**config.mk**
```make
export PLATFORM = sky130hd
export DESIGN_NAME = rv_decoder_flat
export DESIGN_NICKNAME = d
export VERILOG_FILES = /design/src/hw/rv_pkg.sv /design/src/hw/rv_ifs.sv /design/src/hw/rv_decoder.sv /design/src/flat_wrapper.sv
export VERILOG_INCLUDE_DIRS = /design/src /design/src/hw
export SDC_FILE = /design/constraint.sdc
export NUM_CORES = 1
export LEC_CHECK = 0
export ABC_AREA = 1
export BUFFER_PORTS_ARGS = -buffer_cell sky130_fd_sc_hd__buf_2
export CORE_MARGIN = 4
export CORE_UTILIZATION = 47
export DETAILED_ROUTE_END_ITERATION = 10
export PLACE_DENSITY = 0.93
export SETUP_SLACK_MARGIN = 0.3
export SLEW_MARGIN = 20
export SYNTH_ARGS = -nofsm -noshare
export SYNTH_HDL_FRONTEND = slang
export SYNTH_SLANG_ARGS = --single-unit
```
**constraint.sdc**
```tcl
create_clock -name vclk -period 2.35
set_input_delay 0.47 -clock vclk [all_inputs]
set_output_delay 0.47 -clock vclk [all_outputs]
set_load 0.05 [all_outputs]
```
**src/hw/rv_defs.svh**
```systemverilog
`ifndef RV_DEFS_SVH
`define RV_DEFS_SVH

// first fetch address after reset.
`define RV_RESET_VEC 32'h8000_0000

// unified memory depth in 32-bit words.
`define RV_MEM_WORDS 1024

// machine csr addresses.
`define RV_CSR_MEPC    12'h341
`define RV_CSR_MCAUSE  12'h342
`define RV_CSR_MSTATUS 12'h300
`define RV_CSR_MTVEC   12'h305

`endif
```
**src/hw/rv_pkg.sv**
```systemverilog
package rv_pkg;

    typedef enum logic [6:0] {
        op_op_imm = 7'b0010011,
        op_op     = 7'b0110011,
        op_lui    = 7'b0110111,
        op_load   = 7'b0000011,
        op_store  = 7'b0100011,
        op_branch = 7'b1100011,
        op_jal    = 7'b1101111,
        op_jalr   = 7'b1100111,
        op_system = 7'b1110011
    } opcode_e;

    typedef enum logic [3:0] {
        cls_alu_imm, cls_alu_reg, cls_lui, cls_load, cls_store,
        cls_branch, cls_jal, cls_jalr, cls_csr, cls_ecall,
        cls_mret, cls_ebreak, cls_illegal
    } inst_class_e;

    typedef enum logic [2:0] {
        alu_add, alu_sub, alu_and, alu_or, alu_xor, alu_slt, alu_pass_b
    } alu_op_e;

    typedef enum logic [2:0] {
        csr_mepc, csr_mcause, csr_mstatus, csr_mtvec, csr_none
    } csr_sel_e;

    typedef enum logic [1:0] {
        st_idle, st_run, st_halt
    } core_state_e;

    typedef struct packed {
        inst_class_e cls;
        alu_op_e     alu_op;
        csr_sel_e    csr_sel;
        logic [4:0]  rs1;
        logic [4:0]  rs2;
        logic [4:0]  rd;
        logic [31:0] imm;
        logic        use_imm;
        logic        branch_ne;
        logic        rd_wen;
    } dec_t;

endpackage

```
**src/hw/rv_ifs.sv**
```systemverilog
// decoded instruction plus the two register operands.
interface decode_if;
    import rv_pkg::*;

    dec_t        dec;
    logic [31:0] rs1_val;
    logic [31:0] rs2_val;

    modport dec_src (
        output dec
    );

    modport rf_src (
        input  dec,
        output rs1_val,
        output rs2_val
    );

    modport dec_snk (
        input dec,
        input rs1_val,
        input rs2_val
    );
endinterface


```
**src/hw/rv_decoder.sv**
```systemverilog
`include "rv_defs.svh"

module rv_decoder (
    input  logic [31:0] inst,
    decode_if.dec_src   dec
);
    import rv_pkg::*;

    opcode_e     opcode;
    logic [2:0]  funct3;
    logic [6:0]  funct7;
    logic [31:0] imm_i, imm_s, imm_b, imm_u, imm_j;
    dec_t        d;

    assign opcode = opcode_e'(inst[6:0]);
    assign funct3 = inst[14:12];
    assign funct7 = inst[31:25];

    assign imm_i = {{20{inst[31]}}, inst[31:20]};
    assign imm_s = {{20{inst[31]}}, inst[31:25], inst[11:7]};
    assign imm_b = {{19{inst[31]}}, inst[31], inst[7], inst[30:25], inst[11:8], 1'b0};
    assign imm_u = {inst[31:12], 12'b0};
    assign imm_j = {{11{inst[31]}}, inst[31], inst[19:12], inst[20], inst[30:21], 1'b0};

    always_comb begin
        d.cls       = cls_illegal;
        d.alu_op    = alu_add;
        d.csr_sel   = csr_none;
        d.rs1       = inst[19:15];
        d.rs2       = inst[24:20];
        d.rd        = inst[11:7];
        d.imm       = imm_i;
        d.use_imm   = 1'b0;
        d.branch_ne = 1'b0;
        d.rd_wen    = 1'b0;
        case (opcode)
            op_op_imm: begin
                d.cls     = cls_alu_imm;
                d.use_imm = 1'b1;
                d.rd_wen  = 1'b1;
                case (funct3)
                    3'b000:  d.alu_op = alu_add;
                    3'b111:  d.alu_op = alu_and;
                    3'b110:  d.alu_op = alu_or;
                    3'b100:  d.alu_op = alu_xor;
                    3'b010:  d.alu_op = alu_slt;
                    default: d.cls    = cls_illegal;
                endcase
            end
            op_op: begin
                d.cls    = cls_alu_reg;
                d.rd_wen = 1'b1;
                case ({funct7, funct3})
                    10'b0000000_000: d.alu_op = alu_add;
                    10'b0100000_000: d.alu_op = alu_sub;
                    10'b0000000_111: d.alu_op = alu_and;
                    10'b0000000_110: d.alu_op = alu_or;
                    10'b0000000_100: d.alu_op = alu_xor;
                    10'b0000000_010: d.alu_op = alu_slt;
                    default:         d.cls    = cls_illegal;
                endcase
            end
            op_lui: begin
                d.cls     = cls_lui;
                d.alu_op  = alu_pass_b;
                d.imm     = imm_u;
                d.use_imm = 1'b1;
                d.rd_wen  = 1'b1;
            end
            op_load: begin
                d.cls     = (funct3 == 3'b010) ? cls_load : cls_illegal;
                d.use_imm = 1'b1;
                d.rd_wen  = 1'b1;
            end
            op_store: begin
                d.cls     = (funct3 == 3'b010) ? cls_store : cls_illegal;
                d.imm     = imm_s;
                d.use_imm = 1'b1;
            end
            op_branch: begin
                d.cls       = (funct3[2:1] == 2'b00) ? cls_branch : cls_illegal;
                d.imm       = imm_b;
                d.branch_ne = funct3[0];
            end
            op_jal: begin
                d.cls    = cls_jal;
                d.imm    = imm_j;
                d.rd_wen = 1'b1;
            end
            op_jalr: begin
                d.cls     = (funct3 == 3'b000) ? cls_jalr : cls_illegal;
                d.use_imm = 1'b1;
                d.rd_wen  = 1'b1;
            end
            op_system: begin
                if (inst == 32'h0000_0073) begin
                    d.cls = cls_ecall;
                end else if (inst == 32'h0010_0073) begin
                    d.cls = cls_ebreak;
                end else if (inst == 32'h3020_0073) begin
                    d.cls = cls_mret;
                end else if (funct3 == 3'b001 || funct3 == 3'b010) begin
                    d.cls    = cls_csr;
                    d.rd_wen = 1'b1;
                    // csrrs is carried as an or, csrrw as a plain copy.
                    d.alu_op = funct3[1] ? alu_or : alu_pass_b;
                    case (inst[31:20])
                        `RV_CSR_MEPC:    d.csr_sel = csr_mepc;
                        `RV_CSR_MCAUSE:  d.csr_sel = csr_mcause;
                        `RV_CSR_MSTATUS: d.csr_sel = csr_mstatus;
                        `RV_CSR_MTVEC:   d.csr_sel = csr_mtvec;
                        default:         d.csr_sel = csr_none;
                    endcase
                end
            end
            default: d.cls = cls_illegal;
        endcase
        if (d.cls == cls_illegal || d.rd == 5'd0) begin
            d.rd_wen = 1'b0;
        end
    end

    assign dec.dec = d;
endmodule

```
**src/flat_wrapper.sv**
```systemverilog
// flat-port wrapper written by rule: the top's interface ports become plain ports
module rv_decoder_flat import rv_pkg::*;
  (inst, dec_dec);
  decode_if dec_i ();
  input  logic [31:0] inst;
  output wire logic [$bits(dec_i.dec)-1:0] dec_dec;
  assign dec_dec = dec_i.dec;
  rv_decoder u_core (.inst(inst), .dec(dec_i));
endmodule
```
==> impl_metrics.tcl, run 1 <==
set metrics [dict create \
    syn_area_mm2 0.00131 \
    synth_area_per_cell_um2 5.12 \
    ctsHoldBuffers 0 \
    synth_warnings 0 \
    error_line "[ERROR DPL-0038] Utilization greater than 100%, impossible to legalize" \
    die_h_um 60.7 \
    outcome "aborted with a tool error" \
    synth_top_area_share_pct 16.1 \
    die_w_um 60.7 \
    dpl_cell_area_mm2 0.00200 \
    core.rowCount 18 \
    place.gp.congestion 0.966 \
    synthCells 255 \
    yosysSeqAreaShare_pct 0 \
    yosysTopAreaCell "nand2_1" \
    syn-num-nets 287 \
    synth_cell_type_count 27 \
    port_buffers 92 \
    grt_max_degree 15 \
    haltStage "5_1_grt" \
    num_io_pins 92 \
    preCtsSetupSlack_ps -24.2 \
    dp_hpwl_um 4100 \
    initial_core_util_pct 50.9 \
    synth_area_leaders "nand2_1 16%, nor2_1 13%, inv_1 10%" \
]
## metrics by stage
stage,instances,utilization (%)
after global placement,380,78.0
after detailed placement,380,78.0
after CTS,392,96.9
after floorplan,255,-
## cells by family after synthesis
| kind of cell | synth area share (%) |
|---|---|
| simple gates | 54.4 |
| buf+inv | 24.6 |
| compound gates | 21.0 |
## timing repair
action,CTS
pin swaps,25
cloned,2
resized for setup,120
endpoints found under the hold margin,0
setup endpoints to repair,37
setup buffers,10
## Yosys cell counts
| library cell | number |
|---|---|
| nand3_2 | 3 |
| nor4_1 | 1 |
| o2111ai_1 | 3 |
| o21ai_1 | 2 |
| nand3_1 | 20 |
| nor2_1 | 45 |
| nor2_8 | 1 |
| a21oi_1 | 5 |
| o211ai_1 | 11 |
| buf_2 | 4 |
| nand2_2 | 1 |
| nand4_1 | 6 |
| clkinv_2 | 1 |
| o211ai_2 | 2 |
| nor2_2 | 7 |
| or2_2 | 1 |
| nand2_4 | 2 |
| o21ai_0 | 21 |
| buf_4 | 16 |
| nand4_4 | 1 |
| inv_1 | 35 |
| buf_6 | 3 |
| clkinv_1 | 1 |
| inv_2 | 2 |
| nand2_1 | 56 |
| nor2_4 | 2 |
| nor3_1 | 3 |
==> run 2: changes to the inputs <==
Settings changed: CORE_AREA from default to 4 4 65 67, CORE_MARGIN 4 to default, CORE_UTILIZATION 47 to default, DIE_AREA from default to 0 0 69 71, PLACE_DENSITY 0.93 to default, PLACE_DENSITY_LB_ADDON from default to 0.15, SETUP_SLACK_MARGIN 0.3 to default.
==> run 2 against run 1 <==
  * The run now ends clean
  * Area after synthesis unchanged
  * Synthesized cell count is the same
==> impl_metrics.tcl, run 2 <==
set metrics [dict create \
    outcome "finished clean" \
    area_growth_pct 53.3 \
    min_from "inst[17]" \
    worstSetupEndpointType "output pin" \
    ctsHoldBuffers 0 \
    grt_pass1_vias 1757 \
    crit_top_cell "buf_2" \
    antenna_left 0 \
    post-route-period-util_pct 96.4 \
    n_sequential_cell 0 \
    wl_per_cell_um 11.9 \
    final_common_cell "buf_2" \
    cp_cell_sequence "buf_2, nand2_1, inv_2, nand2_4, nor2_8, clkinvlp_4, buf_4, o21ai_0, a21oi_1, o21ai_1, buf_2" \
    final-setup-viol-count 0 \
    drive_gt1_share_pct 45.8 \
    wirelength_um 4790 \
    grt_antenna_before_repair 0 \
    nets 388 \
    synthCells 255 \
    timing.fmax_mhz 441 \
    post-place-cells 399 \
    drt-pass1-iter-count 4 \
    hp-class "in2out" \
    die_w_um 69 \
    grt-ovfl-total 0 \
    holdPathEnd "dec_dec[47]" \
    yosysTopAreaCell "nand2_1" \
    synth_top_family_by_area "simple AND/OR/NAND/NOR gates" \
    synth.area.mux_share_pct 0 \
    cpPeakStageDelay_ps 270 \
    ir_drop_uv 145 \
    design.core.area_mm2 0.00363 \
    syn_area_mm2 0.00131 \
    finalHoldViolCount 0 \
    tns_ps 0 \
    die_h_um 71 \
    yosysSeqAreaShare_pct 0 \
    diodes 0 \
    port_buffers 92 \
    synth_fa_ha_area_share_pct 0 \
    num-clock-buffers 0 \
    fin_area_mm2 0.00200 \
    grt_usage_pct 18.8 \
    grt_max_degree 13 \
    fin_cells 402 \
    synth_top_area_share_pct 16.1 \
    slew_headroom_pct 78.0 \
    synth_compound_area_share_pct 21.0 \
    drt-initial-drc-count 101 \
    whs_path_depth 2 \
    dpl_cell_area_mm2 0.00187 \
    place.gp.congestion 0.905 \
    num_vias 1970 \
    num_io_pins 92 \
    max_slew.worst_pin.slew_ps 326 \
    regArea_um2 0 \
    fill_cells 405 \
    synth_common_cells "56 x nand2_1, 45 x nor2_1, 35 x inv_1" \
    mostFrequentLayoutCells "76 x buf_2, 53 x nand2_1, 39 x buf_4, 38 x nor2_1, 31 x inv_1" \
    powerDensity_mw_per_mm2 206 \
    synth-simple-area-share_pct 54.4 \
    syn-num-nets 287 \
    cp_slowest_cell "buf_2" \
    rsz0062_at_grt "true" \
    core.rowCount 22 \
    viasPerCell 4.90 \
    synth_cell_type_count 27 \
    initial_core_util_pct 36.0 \
    layout_setup_ws_ps 83.6 \
    p_leak_nw 1.12 \
    drv_slew 0 \
    arrival_ps 1800 \
    period_minus_slack_ps 2270 \
    critPathKind "in2out" \
    synth_most_common_cell "nand2_1" \
    whs_ps 1250 \
    drc 0 \
    dp_hpwl_um 4140 \
    preCtsSetupSlack_ps -131 \
    worst-path-max-fanout 6 \
    grt_pass1_wl_um 8050 \
    dieArea_mm2 0.00490 \
    multi_input_area_mm2 0.00106 \
    crit_required_ps 1880 \
    synth_area_per_cell_um2 5.12 \
    drv_cap 0 \
    synth_xor_area_share_pct 0 \
    critPathLaunchType "input pin" \
    synth_warnings 0 \
    synth_area_leaders "nand2_1 16%, nor2_1 13%, inv_1 10%" \
]
-- run 2: cell counts after synthesis --
Identical to the previous run, type by type.
-- run 2: how the worst max path moves through the flow --
| stage | from | slack, ps | depth (start not counted) | to |
|---|---|---|---|---|
| 2_1_floorplan | inst[1] | -330 | 9 | dec_dec[4] |
| 5_1_grt | inst[1] | -8 | 11 | dec_dec[14] |
| 4_1_cts | inst[4] | 0.1 | 11 | dec_dec[31] |
| 3_5_place_dp | inst[1] | -130 | 11 | dec_dec[33] |
| 6_report | inst[5] | 80 | 11 | dec_dec[55] |
| 3_3_place_gp | inst[5] | -120 | 10 | dec_dec[55] |
-- run 2: area by class of cell --
type / count / share of cell area [%]
inverters: 39 / 7.56
well taps: 48 / 3.00
multi-input cells: 193 / 53.0
repair buffers: 122 / 36.4
-- run 2: per-layer routing --
metal	share of wire [%]	GRT usage (%)	vias to the layer above	routed length, um
met5	0	0	-	0
met4	0.98	1.74	0	47
met3	6.7	1.99	4	322
met2	49	35.6	70	2370
met1	43	23.5	869	2050
li1	-	-	1027	-
-- run 2: cells by family (layout without fill, tap and decap cells) --
| kind of cell | count (synthesis) | after routing |
|---|---|---|
| and+or+nand+nor | 149 | 149 |
| AOI/OAI and AO/OA | 44 | 44 |
| buffers and inverters | 62 | 161 |
-- run 2: repair_timing --
| item | CTS | global route |
|---|---|---|
| pin swaps | 0 | 4 |
| resized for setup | 13 | 27 |
| buffers inserted | 2 | 1 |
| endpoints found under the hold margin | 0 | 0 |
| setup endpoints to repair | 14 | 26 |
-- run 2: power by group --
part / internal, mW / switching [mW]
combinational: 0.110 / 0.302
sequential: 0 / 0
clock: 0 / 0
total: 0.110 / 0.302
-- run 2: metrics by stage --
step / util (%) / power, mW
after detailed placement: 51.4 / 0.393
after floorplan: - / 0.290
after CTS: 52.9 / 0.401
after global placement: 51.4 / 0.391
final: 55.1 / 0.412
after global routing: 55.1 / 0.438
-- run 2: critical path: cells and delay by family --
family | cells | cell delay (ps)
simple gates | 3 | 340
compound gates | 3 | 200
buf+inv | 5 | 780
(Power assumes the default switching activity.)
==> run 3: changes to the inputs <==
Settings changed: ABC_AREA 1 to default.
==> run 3 against run 2 <==
  * Synthesized cell count is 22% lower
  * Critical endpoint is now dec_dec[0]
  * Area after synthesis is 5.0% lower
  * The run now ends with negative setup slack left
  * Non-clock buffer count is 51 higher
  * Highest routed layer unchanged
==> impl_metrics.tcl, run 3 <==
set metrics [dict create \
    p_leak_nw 1.31 \
    dpl_cell_area_mm2 0.00216 \
    hp-class "in2out" \
    synth_most_common_cell "nand2_1" \
    ir_drop_uv 121 \
    design.core.area_mm2 0.00363 \
    synth_cell_type_count 47 \
    drt-initial-drc-count 143 \
    grt-ovfl-total 0 \
    min_from "inst[10]" \
    place.gp.congestion 0.933 \
    worstSetupEndpointType "output pin" \
    crit_required_ps 1880 \
    nets 375 \
    grt_max_degree 14 \
    fin_cells 389 \
    viasPerCell 5.32 \
    rsz0062_at_grt "true" \
    regArea_um2 0 \
    synth_common_cells "23 x nand2_1, 19 x a21o_1, 16 x buf_4" \
    drc 0 \
    num_vias 2071 \
    post-place-cells 378 \
    max_slew.worst_pin.slew_ps 328 \
    drv_cap 0 \
    die_h_um 71 \
    period_minus_slack_ps 2400 \
    critPathKind "in2out" \
    syn-num-nets 231 \
    post-route-period-util_pct 102 \
    critPathLaunchType "input pin" \
    final-setup-viol-count 4 \
    synth_area_per_cell_um2 6.24 \
    fin_area_mm2 0.00268 \
    die_w_um 69 \
    outcome "finished with violations" \
    yosysSeqAreaShare_pct 0 \
    layout_setup_ws_ps -48.8 \
    violations "negative setup slack" \
    syn_area_mm2 0.00124 \
    synth_area_leaders "a21o_1 11%, buf_4 9.7%, nand2_1 7.0%" \
    area_growth_pct 116 \
    startpoint "inst[3]" \
    final_common_cell "buf_4" \
    synth_warnings 0 \
    timing.fmax_mhz 417 \
    powerDensity_mw_per_mm2 204 \
    tns_ps -144 \
    fill_cells 303 \
    slew_headroom_pct 78.1 \
    diodes 0 \
    initial_core_util_pct 34.2 \
    dieArea_mm2 0.00490 \
    drive_gt1_share_pct 64.5 \
    wirelength_um 6140 \
    grt_antenna_before_repair 0 \
    yosysTopAreaCell "a21o_1" \
    finalHoldViolCount 0 \
    arrival_ps 1930 \
    antenna_left 0 \
    drt-pass1-iter-count 4 \
    ctsHoldBuffers 0 \
    synthCells 199 \
    drv_slew 0 \
    num-clock-buffers 0 \
    wl_per_cell_um 15.8 \
    synth_top_area_share_pct 11.5 \
    n_sequential_cell 0 \
    grt_pass1_vias 1931 \
    core.rowCount 22 \
    dp_hpwl_um 4490 \
    worst-path-max-fanout 5 \
    num_io_pins 92 \
    mostFrequentLayoutCells "85 x buf_4, 52 x buf_2, 24 x buf_6, 20 x nand2_1, 19 x a21o_1" \
    grt_pass1_wl_um 9040 \
    port_buffers 92 \
    grt_usage_pct 21.5 \
]
-- run 3: cell types whose count changed after synthesis, moves of 8 or more --
cell / previous run / this run
inv_1: 35 / 4
nor3_1: 3 / 11
a21o_1: 0 / 19
nand3_1: 20 / 6
o211ai_1: 11 / 0
o21ai_0: 21 / 8
and2_1: 0 / 8
nor2_1: 45 / 15
nand2_1: 56 / 23
-- run 3: cell families after synthesis --
group / after synthesis / synth area share, %
muxes: 1 / 0.806
buffers and inverters: 36 / 17.3
and+or+nand+nor: 100 / 46.4
xor gates and xnor gates: 4 / 2.82
AOI/OAI and AO/OA: 58 / 32.7
-- run 3: cell type report --
cell class,count,area (um2),area share (%)
repair buffers,173,1300,48.6
inverters,4,15.0,0.561
multi-input cells,164,1300,48.6
well taps,48,60.1,2.24
-- run 3: layer usage --
layer  track usage [%]  vias to the layer above  part of all wire (%)  wire, um
li1                  -                     1006                     -         -
met1              26.0                      975                    38      2320
met2              43.1                       84                    56      3460
met3              1.85                        6                   5.0       308
met4             0.434                        0                  0.72        44
met5                 0                        -                     0         0
-- run 3: worst max-delay path, cell delays in order --
cell and delay (ps):
buf_6 90, buf_4 150, and4bb_2 360, buf_4 150, nand3_1 70, o22a_1 190
o2111a_2 290, buf_8 150
-- run 3: what timing repair did --
action | in CTS | in global routing
gates resized for setup | 54 | 71
pin swaps | 13 | 18
cloned | 0 | 1
buffers inserted | 3 | 7
setup endpoints to repair | 31 | 42
-- run 3: path summary, 6_finish.rpt --
path              slack [ps]          end  cells past startpoint
setup / recovery         -50   dec_dec[0]                      8
hold / removal          1250  dec_dec[38]                      2
-- run 3: report_power, final --
part / internal [mW] / switching, mW / total (mW)
Combinational: 0.204 / 0.343 / 0.547
Clock: 0 / 0 / 0
Sequential: 0 / 0 / 0
-- run 3: per-stage QoR --
step	setup WS (ps)	power (mW)	util [%]	hold WS (ps)
2_1_floorplan	-71.0	0.309	-	1110
3_3_place_gp	-255	0.470	59.3	1250
3_5_place_dp	-225	0.472	59.3	1250
4_1_cts	-47.7	0.499	65.5	1260
5_1_grt	-110	0.574	73.7	1260
6_report	-48.8	0.547	73.7	1250
==> run 4: changes to the inputs <==
Settings changed: ABC_AREA from default to 1, RECOVER_POWER from default to 25.
==> run 4 against run 3 <==
  * The flow now finishes without violations
  * Wire length fell by 22%
  * Fmax rose by 5.1%
  * Setup slack improved by 120 ps
  * Largest cell class unchanged
  * Highest routed layer unchanged
==> impl_metrics.tcl, run 4 (same netlist as run 2, synthesis figures left out) <==
set metrics [dict create \
    multi_input_area_mm2 0.00106 \
    diodes 0 \
    outcome "finished clean" \
    place.gp.congestion 0.905 \
    ir_drop_uv 144 \
    hp-class "in2out" \
    tns_ps 0 \
    grt-ovfl-total 0 \
    switchingPower_uw 302 \
    post-place-cells 399 \
    dpl_cell_area_mm2 0.00187 \
    die_h_um 71 \
    crit_required_ps 1880 \
    post-route-period-util_pct 97.2 \
    grt_usage_pct 18.8 \
    antenna_left 0 \
    finalPower_uw 409 \
    grt_pass1_vias 1757 \
    grt_pass1_wl_um 8050 \
    die_w_um 69 \
    rsz0062_at_grt "true" \
    drv_slew 0 \
    fill_cells 410 \
    n_sequential_cell 0 \
    design.core.area_mm2 0.00363 \
    worst-path-max-fanout 6 \
    p_sw_share_pct 73.9 \
    core.rowCount 22 \
    wirelength_um 4800 \
    fin_cells 402 \
    timing.fmax_mhz 438 \
    nets 388 \
    arrival_ps 1810 \
    area_growth_pct 52.1 \
    period_minus_slack_ps 2280 \
    num_vias 1967 \
    p_leak_nw 1.09 \
    critPathLaunchType "input pin" \
    power_frac_seq_pct 0 \
    powerDensity_mw_per_mm2 206 \
    slew_headroom_pct 59.9 \
    p_int_uw 107 \
    wl_per_cell_um 11.9 \
    combPwrFrac_pct 100.0 \
    final_common_cell "buf_2" \
    layout_setup_ws_ps 66.6 \
    viasPerCell 4.89 \
    grt_max_degree 13 \
    worstSetupEndpointType "output pin" \
    dp_hpwl_um 4140 \
    finalHoldViolCount 0 \
    drt-pass1-iter-count 4 \
    whs_ps 1280 \
    mostFrequentLayoutCells "64 x buf_2, 53 x nand2_1, 39 x buf_4, 38 x nor2_1, 31 x inv_1" \
    drt-initial-drc-count 106 \
    regArea_um2 0 \
    drive_gt1_share_pct 42.4 \
    max_slew.worst_pin.slew_ps 605 \
    final_util_pct 54.7 \
    preCtsSetupSlack_ps -131 \
    initial_core_util_pct 36.0 \
    drc 0 \
    drv_cap 0 \
    dieArea_mm2 0.00490 \
    critPathKind "in2out" \
    port_buffers 92 \
    ctsHoldBuffers 0 \
    clockPowerShare_pct 0 \
    num_io_pins 92 \
    final-setup-viol-count 0 \
    grt_antenna_before_repair 0 \
    fin_area_mm2 0.00199 \
    num-clock-buffers 0 \
]
==> run 4: changes by cell type in the layout (fill, tap and decap cells not counted), moves of 9 or more <==
cell      delta
buf_4       -46
nand2_1     +33
inv_1       +27
nor2_1      +26
buf_6       -23
a21o_1      -19
nand3_1     +15
buf_2       +12
clkbuf_1    +12
o21ai_0     +12
o211ai_1    +11
nor2_2       +9
==> run 4: worst max-delay path, cell delays in order <==
cell        delay [ps]
buf_2              150
nand2_1            100
inv_2              110
nand2_4             70
nor2_8             170
clkinvlp_4         110
buf_4              150
o21ai_0             80
a21oi_1             60
o21ai_1             70
buf_2              270
==> run 4: final timing paths <==
path / from / cells past startpoint / slack [ps] / end
max: inst[5] / 11 / 70 / dec_dec[55]
min: inst[20] / 2 / 1280 / dec_dec[40]
==> run 4: per-layer routing <==
layer	routed length [um]	global-route usage, %
met5	0	0
met3	337	1.99
met4	47	1.74
met2	2390	35.6
met1	2030	23.5
==> run 4: what timing repair did <==
item,4_1_cts,5_1_grt
setup endpoints to repair,14,26
setup buffers,2,1
hold endpoints to repair,0,0
pin swaps,0,4
gates cloned,0,0
gates resized for setup,13,27
==> run 4: area by class of cell <==
class                      count  share of cell area (%)
multi-input combinational    193                    53.4
timing repair buffer         122                    36.0
inverter                      39                    7.62
tap                           48                    3.02
==> run 4: power groups by stage <==
| stage | logic (mW) | clock network [mW] | registers (mW) |
|---|---|---|---|
| final | 0.409 | 0 | 0 |
| after global routing | 0.436 | 0 | 0 |
| after CTS | 0.401 | 0 | 0 |
| after detailed placement | 0.393 | 0 | 0 |
| after global placement | 0.391 | 0 | 0 |
| after floorplan | 0.290 | 0 | 0 |
